File: src/include/pw_defines.svh
// Sizes and credit depths for the banked line store. Lane count must be a power of two
// and PW_ADDR_BITS must equal PW_LANE_BITS plus log2 of PW_BANK_LINES.
`ifndef PW_DEFINES_SVH
`define PW_DEFINES_SVH

// Bytes per line
`define PW_LINE_BYTES 8

// Lanes and banks, and the low address bits that pick one of them
`define PW_N_LANES 4
`define PW_LANE_BITS 2

// Lines held by each bank, and the full line address width
`define PW_BANK_LINES 16
`define PW_ADDR_BITS 6

// Request tag width
`define PW_TAG_BITS 8

// Credit depths of every link, which also size the FIFOs behind them
`define PW_IN_CREDITS 4
`define PW_LANE_CREDITS 2
`define PW_RSP_LANE_CREDITS 2
`define PW_OUT_CREDITS 4

`endif

File: src/verilog/pw_pkg.sv
// Shared request and response types. Widths follow pw_defines.svh.
`default_nettype none

`include "pw_defines.svh"

package pw_pkg;

    // ========================================================================
    // Basic fields
    // ========================================================================

    // Read, full-line write, or byte-masked write
    typedef enum logic [1:0]
    {
        pw_op_read   = 2'd0,
        pw_op_write  = 2'd1,
        pw_op_pwrite = 2'd2
    } t_pw_op;

    // One line of data, byte 0 in the low bits
    typedef logic [`PW_LINE_BYTES*8-1:0] t_pw_line;

    // One enable bit per byte of a line
    typedef logic [`PW_LINE_BYTES-1:0] t_pw_mask;

    // Line address, lane select in the low bits and bank index above it
    typedef logic [`PW_ADDR_BITS-1:0] t_pw_addr;

    // Index of a line inside one bank
    typedef logic [`PW_ADDR_BITS-`PW_LANE_BITS-1:0] t_pw_bank_idx;

    typedef logic [`PW_TAG_BITS-1:0] t_pw_tag;

    // ========================================================================
    // Request and response
    // ========================================================================

    // The mask only matters for partial writes
    typedef struct packed
    {
        t_pw_op   op;
        t_pw_addr addr;
        t_pw_tag  tag;
        t_pw_line data;
        t_pw_mask mask;
    } t_pw_req;

    // Write acknowledgements carry a zero line
    typedef struct packed
    {
        t_pw_tag  tag;
        logic     is_write;
        t_pw_line line;
    } t_pw_rsp;

endpackage

`default_nettype wire

File: src/verilog/pw_dispatch.sv
// Request buffer that routes by the low address bits. A head whose lane has no
// credit blocks every request behind it.
`timescale 1ns/1ps
`default_nettype none

`include "pw_defines.svh"

module pw_dispatch
(
    input  wire logic                   clk,
    input  wire logic                   reset,
    input  wire pw_pkg::t_pw_req        req,
    input  wire logic                   req_valid,
    input  wire logic [`PW_N_LANES-1:0] lane_credit,
    output logic                        req_credit,
    output pw_pkg::t_pw_req             lane_req,
    output logic [`PW_N_LANES-1:0]      lane_req_valid
);

    localparam int CNT_BITS = $clog2(`PW_LANE_CREDITS + 1);

    pw_pkg::t_pw_req head;
    logic head_valid;
    logic [`PW_LANE_BITS-1:0] head_lane;
    logic send;

    // Credits held toward each lane's input FIFO
    logic [CNT_BITS-1:0] lane_cnt [`PW_N_LANES];

    // The outside only sends while it holds a credit, so the buffer
    // never takes more than PW_IN_CREDITS requests
    pw_fifo
    #(
        .DEPTH(`PW_IN_CREDITS),
        .T(pw_pkg::t_pw_req)
    )
    i_req_fifo
    (
        .clk(clk),
        .reset(reset),
        .enq_en(req_valid),
        .enq_data(req),
        .deq_en(send),
        .first(head),
        .not_empty(head_valid)
    );

    assign head_lane = head.addr[`PW_LANE_BITS-1:0];
    assign send = head_valid && (lane_cnt[head_lane] != '0);

    // The request bus is shared by all lanes and only the valid bit is
    // steered, so the payload register needs no reset
    always_ff @(posedge clk)
    begin
        lane_req <= head;
    end

    always_ff @(posedge clk)
    begin
        if (reset)
        begin
            req_credit     <= 1'b0;
            lane_req_valid <= '0;
            for (int k = 0; k < `PW_N_LANES; k++)
            begin
                lane_cnt[k] <= CNT_BITS'(`PW_LANE_CREDITS);
            end
        end
        else
        begin
            // Every pop frees one slot of the input buffer
            req_credit <= send;
            for (int k = 0; k < `PW_N_LANES; k++)
            begin
                lane_req_valid[k] <= send && (head_lane == k);
                lane_cnt[k] <= lane_cnt[k] + CNT_BITS'(lane_credit[k])
                               - CNT_BITS'(send && (head_lane == k));
            end
        end
    end

endmodule

`default_nettype wire

File: src/verilog/pw_fifo.sv
// Register-array FIFO with no full flag. The sender's credits must keep it from
// overflowing, and deq_en may only be raised while not_empty is high.
`timescale 1ns/1ps
`default_nettype none

module pw_fifo
#(
    parameter int DEPTH = 2,
    parameter type T = logic
)
(
    input  wire logic clk,
    input  wire logic reset,
    input  wire logic enq_en,
    input  wire T     enq_data,
    input  wire logic deq_en,
    output T          first,
    output logic      not_empty
);

    localparam int PTR_BITS = (DEPTH > 1) ? $clog2(DEPTH) : 1;
    localparam int CNT_BITS = $clog2(DEPTH + 1);

    T mem [DEPTH];

    logic [PTR_BITS-1:0] wr_ptr;
    logic [PTR_BITS-1:0] rd_ptr;
    logic [CNT_BITS-1:0] count;

    // Head entry is read straight from the array
    assign first = mem[rd_ptr];
    assign not_empty = (count != '0);

    // Storage itself is written without reset
    always_ff @(posedge clk)
    begin
        if (enq_en)
        begin
            mem[wr_ptr] <= enq_data;
        end
    end

    // Pointers wrap explicitly so that DEPTH need not be a power of two
    always_ff @(posedge clk)
    begin
        if (reset)
        begin
            wr_ptr <= '0;
            rd_ptr <= '0;
            count  <= '0;
        end
        else
        begin
            if (enq_en)
            begin
                wr_ptr <= (wr_ptr == PTR_BITS'(DEPTH - 1)) ? '0 : wr_ptr + 1'b1;
            end
            if (deq_en)
            begin
                rd_ptr <= (rd_ptr == PTR_BITS'(DEPTH - 1)) ? '0 : rd_ptr + 1'b1;
            end
            count <= count + CNT_BITS'(enq_en) - CNT_BITS'(deq_en);
        end
    end

endmodule

`default_nettype wire

File: config.mk
export PLATFORM = sky130hd
export DESIGN_NAME = pw_dispatch
export DESIGN_NICKNAME = d
export VERILOG_FILES = /design/src/verilog/pw_pkg.sv /design/src/verilog/pw_dispatch.sv /design/src/verilog/pw_fifo.sv
export VERILOG_INCLUDE_DIRS = /design/src /design/src/include
export SDC_FILE = /design/constraint.sdc
export NUM_CORES = 1
export LEC_CHECK = 0
export ABC_AREA = 1
export ABC_CLOCK_PERIOD_IN_PS = 3700
export BUFFER_PORTS_ARGS = -buffer_cell sky130_fd_sc_hd__buf_2
export CORE_MARGIN = 4
export CORE_UTILIZATION = 57
export CTS_BUF_LIST = sky130_fd_sc_hd__clkbuf_16
export CTS_CLUSTER_DIAMETER = 100
export DETAILED_ROUTE_END_ITERATION = 10
export MAX_ROUTING_LAYER = met4
export PLACE_DENSITY = 0.78
export SETUP_SLACK_MARGIN = 0.1
export SYNTH_ARGS = -nofsm -noshare
export SYNTH_HDL_FRONTEND = slang
export SYNTH_SLANG_ARGS = --single-unit
File: constraint.sdc
create_clock -name clk -period 3.7 [get_ports clk]
set_input_delay 0.37 -clock clk [delete_from_list [all_inputs] [get_ports clk]]
set_output_delay 0.37 -clock clk [all_outputs]
set_load 0.02 [all_outputs]
==> results.json <==
{
  "drtAntennaViolNets": 0,
  "die_area_mm2": 0.0308,
  "cp-start-kind": "register",
  "pre_cts_slack_ps": 751,
  "insertion_delay_ps": 540,
  "port_buffers": 187,
  "ys_seq_area_share_pct": 79.8,
  "cts_setup_buffers": 0,
  "hold_violations": 0,
  "routed_wl_mm": 31.2,
  "design.core.area_mm2": 0.0278,
  "synthCells": 1108,
  "clkSinkCount": 462,
  "cp.required_ps": 4160,
  "synth-edff-count": 352,
  "drt_pass1_iterations": 6,
  "fmax_mhz": 337,
  "critPathCapture": "i_req_fifo.count[2]$_SDFF_PP0_",
  "syn_area_per_cell_um2": 14.4,
  "timing.rr.end": "i_req_fifo.count[2]$_SDFF_PP0_",
  "postLayoutCoreUtil_pct": 67.7,
  "post_cts_resized": 0,
  "grt_pass1_wl_mm": 48.4,
  "holdWs_ps": 45.1,
  "worst_slew_pin_slew_ps": 855,
  "fin_setup_tns_ps": 0,
  "hold_buffers": 0,
  "reg2regPathDepth": 14,
  "hp-class": "in -> reg",
  "antenna_found_initial": 10,
  "die_x_um": 176,
  "die_y_um": 176,
  "cts_tree": "yes",
  "fin_crit_sh_pct": 80.3,
  "rsz0062_at_grt": "false",
  "drt_iter0_markers": 845,
  "ys_seq_elements": 462,
  "r2r_slack_ps": 730,
  "maxCapViolations": 0,
  "area_growth_pct": 17.4,
  "synth_area_mm2": 0.0160,
  "drv_slew": 0,
  "cp-end-kind": "register",
  "via_per_inst": 5.42,
  "gp_congestion": 0.793,
  "stdcell_area_mm2": 0.0188,
  "first_global_vias": 9054,
  "max_slew_margin_pct": 43.0,
  "setup_ws_ps": 729,
  "critPathMaxFanout": 44,
  "wl_per_cell_um": 18.2,
  "layout_min_cycle_time_ps": 2970,
  "cp.arrival_ps": 3430,
  "io_pins": 188,
  "start_util_pct": 57.6,
  "vias": 9318,
  "grt_use_total_pct": 20.4,
  "numCtsBuffers": 44,
  "grt_max_degree": 85,
  "ir_worst_vdd_uv": 529,
  "syn_nets": 1219,
  "drive_gt1_share_pct": 22.8,
  "hpwl_mm": 17.2,
  "rows": 61,
  "fin_skew_ps": 11.0,
  "nNetsFinal": 1404,
  "power_density_mw_per_mm2": 782,
  "cts-root-buf": "clkbuf_16",
  "critPathKind": "reg -> reg",
  "ys.warnings.count": 0,
  "cts_buffer_depth": 3,
  "grt.overflow.total": 0,
  "status": "completed",
  "async_flop_share_pct": 0,
  "ys_types": 28,
  "cts_htree_levels": 2,
  "synth-main-ff-cell": "edfxtp_1",
  "placedInstanceArea_mm2": 0.0173,
  "leakagePower_nw": 6.95,
  "drc_errors": 0,
  "path_clk_slew_ps": 60,
  "finalSetupViolations": 0
}
sequential cells by signal (all words and copies together) (netlist names), named ones only:
| signal | count |
|---|---|
| lane_req_valid | 4 |
| lane_cnt | 8 |
| i_req_fifo.mem | 352 |
| i_req_fifo.rd_ptr | 2 |
| req_credit | 1 |
| lane_req | 88 |
| i_req_fifo.count | 3 |
| i_req_fifo.wr_ptr | 2 |
final cells by class:
type	instances	area (um^2)
Tap cell	378	473
Sequential cell	462	12800
Antenna cell	11	27.5
Multi-Input combinational cell	549	2810
Clock inverter	36	334
Timing Repair Buffer	198	1070
Clock buffer	46	1150
Fill cell	1935	8980
Inverter	38	158
cells in the mapped netlist (5+ instances only):
library cell	count	area, um^2
or2_2	6	37.5
o21ai_1	9	45.0
clkbuf_1	41	154
nor2_1	187	702
dfxtp_1	110	2200
nand2_1	36	135
a21oi_1	5	25.0
o22ai_1	86	538
edfxtp_1	352	10600
buf_4	9	67.6
inv_1	36	135
nand3_1	14	70.1
xor2_1	5	43.8
nand2_2	8	50.1
o21ai_0	164	821
buf_2	6	30.0
ha_1	15	188
cells by family after synthesis:
logic type | Yosys count | share of synthesized area (%)
AOI/OAI and AO/OA | 264 | 8.93
DFF | 462 | 79.8
xor gates and xnor gates | 5 | 0.274
buffers and inverters | 97 | 2.68
and+or+nand+nor | 264 | 7.03
adders and majority gates | 16 | 1.30
how the worst min path moves through the flow:
stage,from,to,cells past startpoint
4_1_cts,req[48],i_req_fifo.mem[2][48]$_DFFE_PP_,1
6_report,req[48],i_req_fifo.mem[2][48]$_DFFE_PP_,1
3_3_place_gp,i_req_fifo.mem[0][52]$_DFFE_PP_,lane_req[52]$_DFF_P_,2
3_5_place_dp,i_req_fifo.mem[0][50]$_DFFE_PP_,lane_req[50]$_DFF_P_,2
5_1_grt,req[68],i_req_fifo.mem[2][68]$_DFFE_PP_,1
2_1_floorplan,reset,lane_req_valid[0]$_SDFF_PP0_,1
report_power, final:
part,leakage [nW],internal (mW),switching (mW)
logic,2.07,1.12,2.49
clock network,0.718,2.62,1.84
registers,4.16,6.36,0.268
total,6.95,10.1,4.60
through the flow:
stage,cells,total power [mW]
global placement,1625,10.2
floorplan,1108,9.19
global route,1717,15.5
CTS,1707,14.8
finish,1718,14.7
detailed placement,1625,10.3
placed cells by master (no fill, tap or decap), types with 2 or more instances in the layout:
cell type | synthesis | layout
clkbuf_16 | 0 | 46
nand3_1 | 14 | 14
xor2_1 | 5 | 5
buf_2 | 6 | 187
diode_2 | 0 | 11
nand2_4 | 4 | 4
o21ai_1 | 9 | 9
dfxtp_4 | 0 | 2
clkinv_2 | 0 | 8
ha_1 | 15 | 15
inv_1 | 36 | 35
clkinv_1 | 0 | 8
or2_2 | 6 | 6
a21oi_1 | 5 | 5
o21ai_0 | 164 | 164
buf_12 | 0 | 4
inv_4 | 0 | 4
nand3_2 | 3 | 3
buf_4 | 9 | 7
clkinv_4 | 0 | 3
nor3_2 | 4 | 4
nor2_1 | 187 | 187
edfxtp_1 | 352 | 352
nand2_1 | 36 | 36
nand2_2 | 8 | 8
clkinvlp_4 | 0 | 8
dfxtp_1 | 110 | 108
o22ai_1 | 86 | 86
bufinv_16 | 0 | 5
metal layers:
| layer | share of wire (%) | vias up | track usage (%) |
|---|---|---|---|
| met5 | 0 | - | - |
| met1 | 42 | 4556 | 26.9 |
| li1 | - | 4415 | - |
| met4 | 2.7 | 0 | 7.28 |
| met2 | 49 | 285 | 32.5 |
| met3 | 6.4 | 62 | 3.96 |
worst max-delay path: stages (launching register included):
cell and delay, ps:
dfxtp_4 400, buf_4 440, nand3_1 180, nand2_2 150
nand2_1 80, nand2_2 70, nand2_4 70, nand2_4 130
inv_1 60, ha_1 260, inv_1 30, ha_1 190
fa_1 410, or2_2 300, a21oi_1 120
(Power assumes the default switching activity.)
