===== config.mk =====
export PLATFORM = sky130hd
export DESIGN_NAME = pw_rsp_merge
export DESIGN_NICKNAME = d
export VERILOG_FILES = /design/src/verilog/pw_pkg.sv /design/src/verilog/pw_fifo.sv /design/src/verilog/pw_rsp_merge.sv
export VERILOG_INCLUDE_DIRS = /design/src /design/src/include
export SDC_FILE = /design/constraint.sdc
export NUM_CORES = 1
export LEC_CHECK = 0
export ABC_AREA = 1
export BUFFER_PORTS_ARGS = -buffer_cell sky130_fd_sc_hd__clkbuf_2
export CORE_MARGIN = 2
export CORE_UTILIZATION = 35
export CTS_BUF_LIST = sky130_fd_sc_hd__clkbuf_4
export CTS_CLUSTER_SIZE = 24
export DETAILED_ROUTE_END_ITERATION = 12
export GPL_TIMING_DRIVEN = 0
export PLACE_DENSITY = 0.54
export SYNTH_ARGS = -nofsm -noshare
export SYNTH_HDL_FRONTEND = slang
export SYNTH_SLANG_ARGS = --single-unit

===== constraint.sdc =====
create_clock -name clk -period 7.25 [get_ports clk]
set_input_delay 0 -clock clk [delete_from_list [all_inputs] [get_ports clk]]
set_output_delay 0 -clock clk [all_outputs]
set_load 0.01 [all_outputs]

===== src/include/pw_defines.svh =====
// Sizes and credit depths for the banked line store. Lane count must be a power of two
// and PW_ADDR_BITS must equal PW_LANE_BITS plus log2 of PW_BANK_LINES.
`ifndef PW_DEFINES_SVH
`define PW_DEFINES_SVH

// Bytes per line
`define PW_LINE_BYTES 8

// Lanes and banks, and the low address bits that pick one of them
`define PW_N_LANES 4
`define PW_LANE_BITS 2

// Lines held by each bank, and the full line address width
`define PW_BANK_LINES 16
`define PW_ADDR_BITS 6

// Request tag width
`define PW_TAG_BITS 8

// Credit depths of every link, which also size the FIFOs behind them
`define PW_IN_CREDITS 4
`define PW_LANE_CREDITS 2
`define PW_RSP_LANE_CREDITS 2
`define PW_OUT_CREDITS 4

`endif


===== src/verilog/pw_pkg.sv =====
// Shared request and response types. Widths follow pw_defines.svh.
`default_nettype none

`include "pw_defines.svh"

package pw_pkg;

    // ========================================================================
    // Basic fields
    // ========================================================================

    // Read, full-line write, or byte-masked write
    typedef enum logic [1:0]
    {
        pw_op_read   = 2'd0,
        pw_op_write  = 2'd1,
        pw_op_pwrite = 2'd2
    } t_pw_op;

    // One line of data, byte 0 in the low bits
    typedef logic [`PW_LINE_BYTES*8-1:0] t_pw_line;

    // One enable bit per byte of a line
    typedef logic [`PW_LINE_BYTES-1:0] t_pw_mask;

    // Line address, lane select in the low bits and bank index above it
    typedef logic [`PW_ADDR_BITS-1:0] t_pw_addr;

    // Index of a line inside one bank
    typedef logic [`PW_ADDR_BITS-`PW_LANE_BITS-1:0] t_pw_bank_idx;

    typedef logic [`PW_TAG_BITS-1:0] t_pw_tag;

    // ========================================================================
    // Request and response
    // ========================================================================

    // The mask only matters for partial writes
    typedef struct packed
    {
        t_pw_op   op;
        t_pw_addr addr;
        t_pw_tag  tag;
        t_pw_line data;
        t_pw_mask mask;
    } t_pw_req;

    // Write acknowledgements carry a zero line
    typedef struct packed
    {
        t_pw_tag  tag;
        logic     is_write;
        t_pw_line line;
    } t_pw_rsp;

endpackage

`default_nettype wire


===== src/verilog/pw_fifo.sv =====
// Register-array FIFO with no full flag. The sender's credits must keep it from
// overflowing, and deq_en may only be raised while not_empty is high.
`timescale 1ns/1ps
`default_nettype none

module pw_fifo
#(
    parameter int DEPTH = 2,
    parameter type T = logic
)
(
    input  wire logic clk,
    input  wire logic reset,
    input  wire logic enq_en,
    input  wire T     enq_data,
    input  wire logic deq_en,
    output T          first,
    output logic      not_empty
);

    localparam int PTR_BITS = (DEPTH > 1) ? $clog2(DEPTH) : 1;
    localparam int CNT_BITS = $clog2(DEPTH + 1);

    T mem [DEPTH];

    logic [PTR_BITS-1:0] wr_ptr;
    logic [PTR_BITS-1:0] rd_ptr;
    logic [CNT_BITS-1:0] count;

    // Head entry is read straight from the array
    assign first = mem[rd_ptr];
    assign not_empty = (count != '0);

    // Storage itself is written without reset
    always_ff @(posedge clk)
    begin
        if (enq_en)
        begin
            mem[wr_ptr] <= enq_data;
        end
    end

    // Pointers wrap explicitly so that DEPTH need not be a power of two
    always_ff @(posedge clk)
    begin
        if (reset)
        begin
            wr_ptr <= '0;
            rd_ptr <= '0;
            count  <= '0;
        end
        else
        begin
            if (enq_en)
            begin
                wr_ptr <= (wr_ptr == PTR_BITS'(DEPTH - 1)) ? '0 : wr_ptr + 1'b1;
            end
            if (deq_en)
            begin
                rd_ptr <= (rd_ptr == PTR_BITS'(DEPTH - 1)) ? '0 : rd_ptr + 1'b1;
            end
            count <= count + CNT_BITS'(enq_en) - CNT_BITS'(deq_en);
        end
    end

endmodule

`default_nettype wire


===== src/verilog/pw_rsp_merge.sv =====
// Per-lane response buffers drained round-robin, one response per cycle while an
// external credit is held. Lanes reserve buffer space by credit before sending.
`timescale 1ns/1ps
`default_nettype none

`include "pw_defines.svh"

module pw_rsp_merge
(
    input  wire logic                                   clk,
    input  wire logic                                   reset,
    input  wire pw_pkg::t_pw_rsp [`PW_N_LANES-1:0]      lane_rsp,
    input  wire logic [`PW_N_LANES-1:0]                 lane_rsp_valid,
    input  wire logic                                   rsp_credit,
    output logic [`PW_N_LANES-1:0]                      merge_credit,
    output pw_pkg::t_pw_rsp                             rsp,
    output logic                                        rsp_valid
);

    localparam int CNT_BITS = $clog2(`PW_OUT_CREDITS + 1);

    pw_pkg::t_pw_rsp [`PW_N_LANES-1:0] buf_first;
    logic [`PW_N_LANES-1:0] buf_valid;
    logic [`PW_N_LANES-1:0] pop;

    // Last lane served, and the lane picked this cycle
    logic [`PW_LANE_BITS-1:0] rr_ptr;
    logic [`PW_LANE_BITS-1:0] sel;
    logic sel_valid;
    logic [CNT_BITS-1:0] out_cnt;

    for (genvar k = 0; k < `PW_N_LANES; k++)
    begin : g_buf
        pw_fifo
        #(
            .DEPTH(`PW_RSP_LANE_CREDITS),
            .T(pw_pkg::t_pw_rsp)
        )
        i_rsp_fifo
        (
            .clk(clk),
            .reset(reset),
            .enq_en(lane_rsp_valid[k]),
            .enq_data(lane_rsp[k]),
            .deq_en(pop[k]),
            .first(buf_first[k]),
            .not_empty(buf_valid[k])
        );
    end

    // Search starts just past the last lane served; lane count is a power of two
    always_comb
    begin
        logic [`PW_LANE_BITS-1:0] idx;
        sel = rr_ptr;
        sel_valid = 1'b0;
        for (int i = 1; i <= `PW_N_LANES; i++)
        begin
            idx = rr_ptr + `PW_LANE_BITS'(i);
            if (!sel_valid && buf_valid[idx])
            begin
                sel = idx;
                sel_valid = 1'b1;
            end
        end
        pop = '0;
        pop[sel] = sel_valid && (out_cnt != '0);
    end

    always_ff @(posedge clk)
    begin
        rsp <= buf_first[sel];
    end

    always_ff @(posedge clk)
    begin
        if (reset)
        begin
            rr_ptr       <= '0;
            rsp_valid    <= 1'b0;
            merge_credit <= '0;
            out_cnt      <= CNT_BITS'(`PW_OUT_CREDITS);
        end
        else
        begin
            rsp_valid <= |pop;
            merge_credit <= pop;
            out_cnt <= out_cnt + CNT_BITS'(rsp_credit) - CNT_BITS'(|pop);
            if (|pop)
            begin
                rr_ptr <= sel;
            end
        end
    end

endmodule

`default_nettype wire


==> summary.txt <==
Clocking
  • Clock transition at the registers of the reported paths: ~0.070 ns
  • Cts bufs inserted: between 150 and 200
  • Clock Sinks: between 600 and 700
  • Clock tree buffer depth: 3
  • Clk root buf: clkbuf_4
  • Worst-Skew Late Latency: between 1 and 1.5 ns
  • Cts repair resizes: 0
  • Cts hold-fix bufs: roughly 600
  • H-tree levels: 4
  • CTS tree: built
  • Post-CTS setup buffer count: 0

Global route
  • Antenna violations before repair: 13
  • GR Util met1: 0.2583
  • Met2 usage: 0.3691
  • Number of global-route vias before repair: roughly 20k
  • Overflow after GRT: 0
  • Met3 GRT Util: 0.05037
  • Global-route wire length before repair: about 120000 um
  • Busiest grt layer: met2
  • Largest net degree at the start of global routing: 50
  • Global-route total usage across every layer: 0.2124

STA
  • RSZ-0062 raised after global routing: no
  • Final min period: approximately 2.8 ns
  • Slew headroom: 0.1844
  • Setup TNS: 0 ns
  • Pins over their slew limit: 0
  • Final clock skew: between 0.07 and 0.08 ns
  • Final setup vio count: 0
  • Fmax achieved: 353.6 MHz
  • Worst slew pin tran: 1.223 ns
  • Fin. Hold Viols: 0
  • Fin crit share: 0.3901

Worst setup path
  • Kind of critical path: reg2reg
  • Worst setup SP type: register
  • Crit end category: register
  • CP arrival: between 3 and 4 ns
  • Critical Path Fanout Max: 8
  • Worst Path Required: 8.14 ns

Route
  • DRT Pass-1 Iters: 5
  • Routed Antenna Nets: 0
  • DRC marker count from the first detailed-route iteration: 1177
  • Routed WL: about 81000 um
  • # DRC: 0
  • Vias per std cell: approximately 4.6
  • Wirelength per Cell: between 15 and 20 um
  • Vias: approximately 19k

Logic synthesis
  • Syn Std Cell Area: between 20000 and 30000 um2
  • Syn Nets: approximately 2.2k
  • Register area share after synthesis: 0.7594
  • Synth top area cells: edfxtp_1 68%, dfxtp_1 8.0%, mux2i_1 7.8%
  • Synthesized flop and latch total: between 600 and 700
  • Synth unique cells: 28
  • Avg Cell Area, Syn: around 14 um2
  • Largest area contributor in the netlist: edfxtp_1
  • Gate Count Post-Synth: 1855
  • Synth warnings: 0
  • Share of the synthesized area in the top cell type: 0.6795

Layout
  • Register area: 19600 um2
  • Post-Route Utilization: 0.5171
  • Share of layout cells above drive strength 1: 0.2351
  • Multi-input gate area: between 5000 and 6000 um2
  • Area grow syn2layout: 46.19%
  • Final #Nets: around 3.3k
  • Most frequent cells in the layout: 599 x dlygate4sd3_1, 584 x edfxtp_1, 376 x clkbuf_2, 304 x nand2_1, 291 x nor2_1
  • Leading cell type in the layout, fill and taps excluded: dlygate4sd3_1
  • Fill cells: roughly 6.3k

Die
  • Initial Util: 0.3537
  • Core box area: 72960 um2
  • IO Pins: about 380
  • Die Area: 75920 um2
  • Die width: approximately 280 um
  • Die height: about 280 um
  • Row count: 99

Power and ir drop
  • Worst VDD drop: a little over 0.2 mV
  • Lkg Pwr: between 10 and 15 nW
  • Pwr dens: approximately 380 nW/um2

Hold path
  • Worst min path class: in2reg

Status
  • Status: finished, final reports clean

Job
  • Max-Cap Viols: 0

Placement
  • GP Congestion: around 0.77
  • DPL Wire Length: about 53000 um
  • Port Buf Inserts: around 380
[final cells by class]
type | count | share of cell area
inverter | 42 | 0.004510
timing repair buffer | 991 | 0.2187
clock buffer | 284 | 0.05651
multi-input combinational | 1043 | 0.1496
clock inverter | 52 | 0.007362
tap | 959 | 0.03180
sequential | 687 | 0.5195
buffer | 83 | 0.01151
antenna | 8 | 0.0005306
[sequential cells by signal, summed over array words and instances, names as in the netlist, named ones only]
signal and cells:
g_buf.i_rsp_fifo.mem 584, g_buf.i_rsp_fifo.rd_ptr 4, rsp_valid 1, rr_ptr 2, merge_credit 4, rsp 73, out_cnt 3, g_buf.i_rsp_fifo.count 8
g_buf.i_rsp_fifo.wr_ptr 4
[cells in the mapped netlist, drive strengths merged]
master	instances
clkbuf	48
a21oi	98
xor2	4
inv	42
fa	1
ha	10
xnor2	2
nand2	310
nand4	3
mux2i	201
o21ai	96
a31oi	1
o21bai	1
nor2	295
dfxtp	103
buf	35
nor3	5
nand3	16
edfxtp	584
[worst max-delay path: stages, from the launching register on]
cell	delay, ns
dfxtp_1	0.44
inv_2	0.12
nand2_1	0.10
nand2_2	0.08
nand2_1	0.12
nand2_2	0.10
nand3_2	0.11
nand2_2	0.07
nand2_4	0.12
nand3_1	0.34
nor2_1	0.29
ha_1	0.27
inv_1	0.05
ha_1	0.14
xor2_1	0.17
o21ai_0	0.10
a21oi_1	0.14
[where the power goes]
group / switching (W) / total (W) / internal, W
clock network: 0.00164 / 0.00346 / 0.00183
registers: 0.000146 / 0.00496 / 0.00481
logic: 0.00391 / 0.00574 / 0.00183
total: 0.00569 / 0.0142 / 0.00847
[stage by stage]
stage          instance area, um2  worst slack, ns  hold slack (ns)  total power, W  instances
2_1_floorplan               25810            3.378          0.07931        0.008201       1855
4_1_cts                     37710            4.339         0.005137         0.01432       4141
3_3_place_gp                28890          0.06355           0.1904         0.01051       3190
6_report                    37730            4.422           0.1289         0.01416       4149
5_1_grt                     37720            4.061          0.08822         0.01512       4146
3_5_place_dp                29300            4.328           0.1925         0.01057       3206
[per-layer routing]
metal | up-vias | share of wire | wire length, um
li1 | 9069 | - | -
met1 | 9259 | 0.42 | 33750
met2 | 596 | 0.50 | 40720
met3 | 126 | 0.058 | 4728
met4 | 12 | 0.019 | 1553
met5 | - | 0.0010 | 83
[path summary, 6_finish.rpt]
| kind | start | to | slack, ns | depth (start not counted) |
|---|---|---|---|---|
| setup / recovery | rr_ptr[1] | g_buf[0].i_rsp_fifo.count[1] | 4.42 | 16 |
| hold / removal | lane_rsp_valid[0] | g_buf[0].i_rsp_fifo.mem[1][62] | 0.13 | 4 |
| setup reg to reg | rr_ptr[1] | g_buf[0].i_rsp_fifo.count[1] | 4.42 | 16 |
| hold reg to reg | g_buf[3].i_rsp_fifo.count[1] | g_buf[3].i_rsp_fifo.count[1] | 0.44 | 1 |
[logic make-up (layout without fill, tap and decap cells)]
group                    Yosys count  count (layout)  share of synthesized area
AO/OA/AOI/OAI                    196             196                    0.03816
XOR/XNOR                           6               6                   0.002036
adder cells (fa/ha/maj)           11              11                   0.005624
buffers and inverters            125            1452                    0.02303
flip-flops                       687             687                     0.7594
multiplexers                     201             201                    0.07796
other                              0               8                          0
AND/OR/NAND/NOR                  629             629                    0.09376
No activity file was read; power rests on OpenSTA's default activity.
