## config.mk

```make
export PLATFORM = sky130hd
export DESIGN_NAME = pw_rmw_lane
export DESIGN_NICKNAME = d
export VERILOG_FILES = /design/src/verilog/pw_pkg.sv /design/src/verilog/pw_fifo.sv /design/src/verilog/pw_line_bank.sv /design/src/verilog/pw_rmw_lane.sv
export VERILOG_INCLUDE_DIRS = /design/src /design/src/include
export SDC_FILE = /design/constraint.sdc
export NUM_CORES = 1
export LEC_CHECK = 0
export BUFFER_PORTS_ARGS = -buffer_cell sky130_fd_sc_hd__clkbuf_2
export CAP_MARGIN = 20
export CELL_PAD_IN_SITES_DETAIL_PLACEMENT = 1
export CELL_PAD_IN_SITES_GLOBAL_PLACEMENT = 1
export CORE_ASPECT_RATIO = 2
export CORE_UTILIZATION = 50
export CTS_BUF_LIST = sky130_fd_sc_hd__clkbuf_4 sky130_fd_sc_hd__clkbuf_8 sky130_fd_sc_hd__clkbuf_16
export CTS_CLUSTER_SIZE = 40
export DETAILED_ROUTE_END_ITERATION = 8
export GPL_ROUTABILITY_DRIVEN = 0
export PLACE_DENSITY = 0.84
export SLEW_MARGIN = 30
export SYNTH_ARGS = -nofsm -noshare
export SYNTH_HDL_FRONTEND = slang
export SYNTH_SLANG_ARGS = --single-unit
```

## constraint.sdc

```tcl
create_clock -name clk -period 8.07 [get_ports clk]
set_input_delay 0.807 -clock clk [delete_from_list [all_inputs] [get_ports clk]]
set_output_delay 0.807 -clock clk [all_outputs]
set_load 0.01 [all_outputs]
```

## src/include/pw_defines.svh

```systemverilog
// Sizes and credit depths for the banked line store. Lane count must be a power of two
// and PW_ADDR_BITS must equal PW_LANE_BITS plus log2 of PW_BANK_LINES.
`ifndef PW_DEFINES_SVH
`define PW_DEFINES_SVH

// Bytes per line
`define PW_LINE_BYTES 8

// Lanes and banks, and the low address bits that pick one of them
`define PW_N_LANES 4
`define PW_LANE_BITS 2

// Lines held by each bank, and the full line address width
`define PW_BANK_LINES 16
`define PW_ADDR_BITS 6

// Request tag width
`define PW_TAG_BITS 8

// Credit depths of every link, which also size the FIFOs behind them
`define PW_IN_CREDITS 4
`define PW_LANE_CREDITS 2
`define PW_RSP_LANE_CREDITS 2
`define PW_OUT_CREDITS 4

`endif

```

## src/verilog/pw_pkg.sv

```systemverilog
// Shared request and response types. Widths follow pw_defines.svh.
`default_nettype none

`include "pw_defines.svh"

package pw_pkg;

    // ========================================================================
    // Basic fields
    // ========================================================================

    // Read, full-line write, or byte-masked write
    typedef enum logic [1:0]
    {
        pw_op_read   = 2'd0,
        pw_op_write  = 2'd1,
        pw_op_pwrite = 2'd2
    } t_pw_op;

    // One line of data, byte 0 in the low bits
    typedef logic [`PW_LINE_BYTES*8-1:0] t_pw_line;

    // One enable bit per byte of a line
    typedef logic [`PW_LINE_BYTES-1:0] t_pw_mask;

    // Line address, lane select in the low bits and bank index above it
    typedef logic [`PW_ADDR_BITS-1:0] t_pw_addr;

    // Index of a line inside one bank
    typedef logic [`PW_ADDR_BITS-`PW_LANE_BITS-1:0] t_pw_bank_idx;

    typedef logic [`PW_TAG_BITS-1:0] t_pw_tag;

    // ========================================================================
    // Request and response
    // ========================================================================

    // The mask only matters for partial writes
    typedef struct packed
    {
        t_pw_op   op;
        t_pw_addr addr;
        t_pw_tag  tag;
        t_pw_line data;
        t_pw_mask mask;
    } t_pw_req;

    // Write acknowledgements carry a zero line
    typedef struct packed
    {
        t_pw_tag  tag;
        logic     is_write;
        t_pw_line line;
    } t_pw_rsp;

endpackage

`default_nettype wire

```

## src/verilog/pw_fifo.sv

```systemverilog
// Register-array FIFO with no full flag. The sender's credits must keep it from
// overflowing, and deq_en may only be raised while not_empty is high.
`timescale 1ns/1ps
`default_nettype none

module pw_fifo
#(
    parameter int DEPTH = 2,
    parameter type T = logic
)
(
    input  wire logic clk,
    input  wire logic reset,
    input  wire logic enq_en,
    input  wire T     enq_data,
    input  wire logic deq_en,
    output T          first,
    output logic      not_empty
);

    localparam int PTR_BITS = (DEPTH > 1) ? $clog2(DEPTH) : 1;
    localparam int CNT_BITS = $clog2(DEPTH + 1);

    T mem [DEPTH];

    logic [PTR_BITS-1:0] wr_ptr;
    logic [PTR_BITS-1:0] rd_ptr;
    logic [CNT_BITS-1:0] count;

    // Head entry is read straight from the array
    assign first = mem[rd_ptr];
    assign not_empty = (count != '0);

    // Storage itself is written without reset
    always_ff @(posedge clk)
    begin
        if (enq_en)
        begin
            mem[wr_ptr] <= enq_data;
        end
    end

    // Pointers wrap explicitly so that DEPTH need not be a power of two
    always_ff @(posedge clk)
    begin
        if (reset)
        begin
            wr_ptr <= '0;
            rd_ptr <= '0;
            count  <= '0;
        end
        else
        begin
            if (enq_en)
            begin
                wr_ptr <= (wr_ptr == PTR_BITS'(DEPTH - 1)) ? '0 : wr_ptr + 1'b1;
            end
            if (deq_en)
            begin
                rd_ptr <= (rd_ptr == PTR_BITS'(DEPTH - 1)) ? '0 : rd_ptr + 1'b1;
            end
            count <= count + CNT_BITS'(enq_en) - CNT_BITS'(deq_en);
        end
    end

endmodule

`default_nettype wire

```

## src/verilog/pw_line_bank.sv

```systemverilog
// One bank of line memory with a registered read. Contents are undefined until
// written, and a read of the line being written returns the old data.
`timescale 1ns/1ps
`default_nettype none

`include "pw_defines.svh"

module pw_line_bank
(
    input  wire logic                 clk,
    input  wire logic                 wr_en,
    input  wire pw_pkg::t_pw_bank_idx wr_idx,
    input  wire pw_pkg::t_pw_line     wr_data,
    input  wire pw_pkg::t_pw_mask     wr_bytes,
    input  wire logic                 rd_en,
    input  wire pw_pkg::t_pw_bank_idx rd_idx,
    output pw_pkg::t_pw_line          rd_data
);

    pw_pkg::t_pw_line mem [`PW_BANK_LINES];

    // Each byte lane has its own write enable
    always_ff @(posedge clk)
    begin
        if (wr_en)
        begin
            for (int b = 0; b < `PW_LINE_BYTES; b++)
            begin
                if (wr_bytes[b])
                begin
                    mem[wr_idx][b*8 +: 8] <= wr_data[b*8 +: 8];
                end
            end
        end
    end

    // Read data shows up the cycle after rd_en and holds until the
    // next read
    always_ff @(posedge clk)
    begin
        if (rd_en)
        begin
            rd_data <= mem[rd_idx];
        end
    end

endmodule

`default_nettype wire

```

## src/verilog/pw_rmw_lane.sv

```systemverilog
// Per-bank engine; partial writes become read, merge and full-line write, and the lane
// takes no other request meanwhile. A response credit is reserved at dequeue time.
`timescale 1ns/1ps
`default_nettype none

`include "pw_defines.svh"

module pw_rmw_lane
(
    input  wire logic            clk,
    input  wire logic            reset,
    input  wire pw_pkg::t_pw_req lane_req,
    input  wire logic            lane_req_valid,
    input  wire logic            merge_credit,
    output logic                 lane_credit,
    output pw_pkg::t_pw_rsp      rsp,
    output logic                 rsp_valid
);

    localparam int CNT_BITS = $clog2(`PW_RSP_LANE_CREDITS + 1);

    // Progress of a read-modify-write after its dequeue
    typedef enum logic [1:0]
    {
        rmw_idle,
        rmw_read,
        rmw_merge
    } t_rmw_state;

    t_rmw_state rmw_state;

    pw_pkg::t_pw_req head;
    logic head_valid;
    logic deq;

    // Credits toward this lane's buffer in the merger
    logic [CNT_BITS-1:0] rsp_cnt;

    // Stage 1 holds the dequeued request, and keeps it through a RMW
    pw_pkg::t_pw_req s1_req;
    logic s1_valid;

    // Stage 2 holds what the response needs besides the read line
    logic s2_valid;
    pw_pkg::t_pw_tag s2_tag;
    logic s2_is_write;

    pw_pkg::t_pw_bank_idx bank_idx;
    pw_pkg::t_pw_line rd_data;
    pw_pkg::t_pw_line merged;
    logic rd_en;
    logic wr_en;

    pw_fifo
    #(
        .DEPTH(`PW_LANE_CREDITS),
        .T(pw_pkg::t_pw_req)
    )
    i_req_fifo
    (
        .clk(clk),
        .reset(reset),
        .enq_en(lane_req_valid),
        .enq_data(lane_req),
        .deq_en(deq),
        .first(head),
        .not_empty(head_valid)
    );

    // ========================================================================
    // Dequeue and bank control
    // ========================================================================

    // No dequeue without a response slot or while a RMW holds the bank
    assign deq = head_valid && (rsp_cnt != '0) && (rmw_state == rmw_idle);

    // Bits above the lane select index the line inside this bank
    assign bank_idx = s1_req.addr[`PW_ADDR_BITS-1:`PW_LANE_BITS];

    // Reads and partial writes both read the bank the cycle after dequeue
    assign rd_en = s1_valid && (s1_req.op != pw_pkg::pw_op_write);

    // A full write goes in the cycle after dequeue, a merged line one cycle later
    assign wr_en = (s1_valid && (s1_req.op == pw_pkg::pw_op_write)) ||
                   (rmw_state == rmw_merge);

    // New bytes where the mask is set, the old line everywhere else
    always_comb
    begin
        for (int b = 0; b < `PW_LINE_BYTES; b++)
        begin
            merged[b*8 +: 8] = s1_req.mask[b] ? s1_req.data[b*8 +: 8] : rd_data[b*8 +: 8];
        end
    end

    pw_line_bank i_bank
    (
        .clk(clk),
        .wr_en(wr_en),
        .wr_idx(bank_idx),
        .wr_data((rmw_state == rmw_merge) ? merged : s1_req.data),
        .wr_bytes('1),
        .rd_en(rd_en),
        .rd_idx(bank_idx),
        .rd_data(rd_data)
    );

    // ========================================================================
    // Pipeline and RMW state
    // ========================================================================

    // Payload registers; s1_req only changes on dequeue
    always_ff @(posedge clk)
    begin
        if (deq)
        begin
            s1_req <= head;
        end
        s2_tag <= s1_req.tag;
        s2_is_write <= (s1_req.op != pw_pkg::pw_op_read);
    end

    always_ff @(posedge clk)
    begin
        if (reset)
        begin
            rmw_state   <= rmw_idle;
            s1_valid    <= 1'b0;
            s2_valid    <= 1'b0;
            lane_credit <= 1'b0;
            rsp_cnt     <= CNT_BITS'(`PW_RSP_LANE_CREDITS);
        end
        else
        begin
            s1_valid <= deq;
            lane_credit <= deq;
            rsp_cnt <= rsp_cnt + CNT_BITS'(merge_credit) - CNT_BITS'(deq);

            // A partial write answers only after its merged line is written
            s2_valid <= (s1_valid && (s1_req.op != pw_pkg::pw_op_pwrite)) ||
                        (rmw_state == rmw_merge);

            case (rmw_state)
                rmw_idle:
                    if (deq && (head.op == pw_pkg::pw_op_pwrite))
                    begin
                        rmw_state <= rmw_read;
                    end
                rmw_read:
                    rmw_state <= rmw_merge;
                default:
                    rmw_state <= rmw_idle;
            endcase
        end
    end

    // The read line sits in the bank's output register during stage 2
    always_comb
    begin
        rsp.tag = s2_tag;
        rsp.is_write = s2_is_write;
        rsp.line = s2_is_write ? '0 : rd_data;
    end

    assign rsp_valid = s2_valid;

endmodule

`default_nettype wire

```

==> reports/results.tsv <==
stage	metric	value	unit
outcome	status	finished, final reports clean	
clock_network	cts_resized	0	
placement	placed_cell_area	0.0534	sq mm
sta	tightest_slew	1010	ps
routing	ant_nets	0	
cells_and_area	fin_area	0.0573	sq mm
sta	rsz0062_at_grt	no	
hold_path	whs_endpoint	i_req_fifo.mem[1][57]	
routing	wire_per_inst	31.6	um
worst_setup_path	endpoint_kind	register	
routing	dr.pass1.iters	5	
die	die_h	453	um
hold_path	hp-class	primary input to register	
placement	dp_cells	3649	
cells_and_area	fin_cells	3859	
worst_setup_path	worstSetupPathType	register to register	
worst_setup_path	path_cells	buf_6 -> buf_12 -> buf_16 -> or3b_1 -> nor3_2 -> buf_4	
clock_network	clk_pin_slew	70	ps
placement	place_hpwl	64900	um
routing	wl	122000	um
global_route	grt_pass1_vias	26200	
clock_network	ctsHtreeMaxLevel	3	
worst_setup_path	critical_path_required	8430	ps
clock_network	cts_sinks	1366	
clock_network	cts_hold_buf	0	
routing	vias_per_cell	6.13	
sta	fmax	0.260	GHz
worst_setup_path	crit_family	buffers and inverters	
die	ios	167	
die	num_rows	165	
global_route	grt_pass1_wl	176000	um
worst_setup_path	reg2reg_to	i_bank.mem[2][38]	
routing	vias	23700	
logic_synthesis	synth.area.top_cells	edfxtp_1 80%, mux4_2 11%, mux2_2 1.9%	
sta	period_share	47.6	%
logic_synthesis	synth_area_leader_cell	edfxtp_1	
routing	route.met3.wl	8530	um
sta	skew	33.1	ps
sta	setup-tns-final	0	ps
global_route	antenna_found_initial	3	
worst_setup_path	critPathMaxStageDelay	800	ps
routing	drt-met1-wl	43200	um
routing	highest-signal-layer	met4	
routing	drtIter0Drc	2140	
logic_synthesis	synth_top_area_share	79.6	%
logic_synthesis	ys_seq_elements	1366	
die	die_area	0.103	sq mm
sta	drv_slew	0	
pwr	leakage	18.3	nW
logic_synthesis	ys_seq_area_share	80.3	%
global_route	grt_usage	24.3	%
cells_and_area	n_fill_cell	8420	
logic_synthesis	synth_cell_type_count	35	
sta	timing.slew.headroom	32.3	%
logic_synthesis	netlist_area	0.0508	sq mm
cells_and_area	nets	2524	
global_route	grt-ovfl-total	0	
sta	final-setup-viol-count	0	
logic_synthesis	synth_area_per_cell	23.0	sq um
worst_setup_path	path_buf_inv	4	
clock_network	post_cts_buffers	0	
die	core_area	0.101	sq mm
worst_setup_path	r2r_setup_slack	4230	ps
placement	io_buffers	164	
hold_path	min_path_cells	1	
pwr	power_density	334	mW/mm^2
hold_path	hold_start	lane_req[57]	
routing	met2_length	65600	um
pwr	peakVddDrop	0.248	mV
worst_setup_path	ff2ff_path_depth	6	
run	cap_violations	0	
cells_and_area	area_growth	12.9	%
clock_network	cts_root_buffer	clkbuf_16	
routing	drc_errors	0	
clock_network	cts.path.max_buffers	3	
cells_and_area	drive_above_1_share	31.0	%
worst_setup_path	cpMaxStageDelayCell	edfxtp_1	
worst_setup_path	cp_max_fo	104	
logic_synthesis	synth_nets	2301	
die	start_util	50.3	%
logic_synthesis	yosys_warnings	0	
worst_setup_path	cp_data_arrival_time	4200	ps
worst_setup_path	worstSetupPathDepth	6	
logic_synthesis	synthCells	2207	
global_route	grt_max_degree	181	
clock_network	cts-buffers-inserted	111	
die	die_w	227	um
worst_setup_path	rr_startpoint	bank_idx[1]	
sta	period_needed	3840	ps
sta	hold_viol	0	
clock_network	clk_latency	750	ps
worst_setup_path	cp-start-kind	register	
clock_network	cts_tree	yes	
## placed cells by master (no fill, tap or decap), types with 4 or more instances in the layout
cell type   synthesis  final
buf_6               8     10
nor2b_1            71     67
a22oi_1           128    128
nor2_1             21      8
clkinvlp_4          0     10
clkinv_4            0      4
nor2_2              8      8
mux4_2            256    256
bufinv_16           0     17
clkbuf_16           0    111
inv_6               0     10
clkbuf_4            0     17
mux2_2             86     86
nor3_2              0      4
nand2_1            67     67
mux2_1             64     64
edfxtp_1         1346   1346
nor2b_4             0      4
clkbuf_2            0    164
nor2_4              0     13
clkinv_2            0     14
dfxtp_1            20     18
buf_4               2     36
clkinv_1            0     16
buf_16              0      4
nand2b_1            4      4
## synth_stat cells
library cell	count
a22oi_1	128
buf_6	8
nor2_1	21
inv_1	1
or3_1	1
nor4_1	1
nor3b_1	1
o21ai_0	1
nor2_2	8
ha_1	2
clkbuf_1	54
or2_2	1
and2_1	2
mux2_2	86
nor2b_1	71
buf_4	2
nand3b_1	1
buf_2	32
mux4_2	256
mux2_1	64
mux2i_1	1
or3b_1	2
edfxtp_1	1346
a21oi_1	1
a21boi_1	1
xnor2_1	2
dfxtp_1	20
nand2_1	67
inv_2	1
o21ai_1	1
nor3_1	5
xor2_1	3
buf_1	10
o41ai_1	2
nand2b_1	4
## flip-flops by register name (all words and copies together), names as in the netlist, 2 cells and up, named ones only
name / count
rsp_cnt: 2
i_req_fifo.mem: 172
bank_idx: 4
i_bank.rd_data: 64
rmw_state: 2
s2_tag: 8
i_req_fifo.count: 2
s1_req: 82
i_bank.mem: 1024
## metrics by stage
step | hold slack (ps) | utilization (%) | setup WS, ps | total power [mW]
CTS | 199 | 56.7 | 4030 | 19.3
global route | 236 | 56.8 | 4100 | 19.8
floorplan | 323 | - | 1930 | 12.2
finish | 251 | 56.8 | 4230 | 19.2
global placement | 335 | 52.8 | 4270 | 13.3
detailed placement | 332 | 52.9 | 4050 | 13.6
## how the worst max path moves through the flow
| stage | from | endpoint | slack, ps |
|---|---|---|---|
| after floorplan | rmw_state[0] | i_bank.mem[8][0] | 1930 |
| after global placement | bank_idx[1] | i_bank.rd_data[50] | 4270 |
| after detailed placement | bank_idx[1] | i_bank.rd_data[48] | 4050 |
| after CTS | bank_idx[1] | i_bank.rd_data[50] | 4030 |
| after global routing | bank_idx[1] | i_bank.mem[2][40] | 4100 |
| final | bank_idx[1] | i_bank.mem[2][38] | 4230 |
## cell families after synthesis
kind of cell               after synthesis  synth area share (%)
AOI/OAI and AO/OA                      134                  1.97
xor gates and xnor gates                 5                0.0862
adders and majority gates                2                0.0492
buffers and inverters                  108                  1.01
DFF                                   1366                  80.3
muxes                                  407                  14.7
and+or+nand+nor                        185                  1.85
## routing by layer
| layer | up-vias | global-route usage [%] |
|---|---|---|
| met3 | 277 | 3.30 |
| met1 | 12500 | 29.3 |
| li1 | 9648 | - |
| met4 | 0 | 9.78 |
| met2 | 1199 | 43.5 |
| met5 | - | 0 |
## power by group
group,internal [mW],leakage (nW),switching (mW),total (mW)
registers,9.09,12.4,0.318,9.41
logic,1.55,4.04,2.49,4.04
clock network,3.16,1.88,2.57,5.74
## area by class of cell
| cell class | instances | area [sq um] | area share (%) |
|---|---|---|---|
| Antenna cell | 1 | 2.50 | 0.00436 |
| Tap cell | 1336 | 1670 | 2.92 |
| Timing Repair Buffer | 216 | 1350 | 2.36 |
| Inverter | 2 | 10.0 | 0.0175 |
| Clock buffer | 128 | 2910 | 5.07 |
| Multi-Input combinational cell | 733 | 9630 | 16.8 |
| Sequential cell | 1366 | 40800 | 71.2 |
| Clock inverter | 77 | 943 | 1.65 |
No activity file was read; power rests on OpenSTA's default activity.
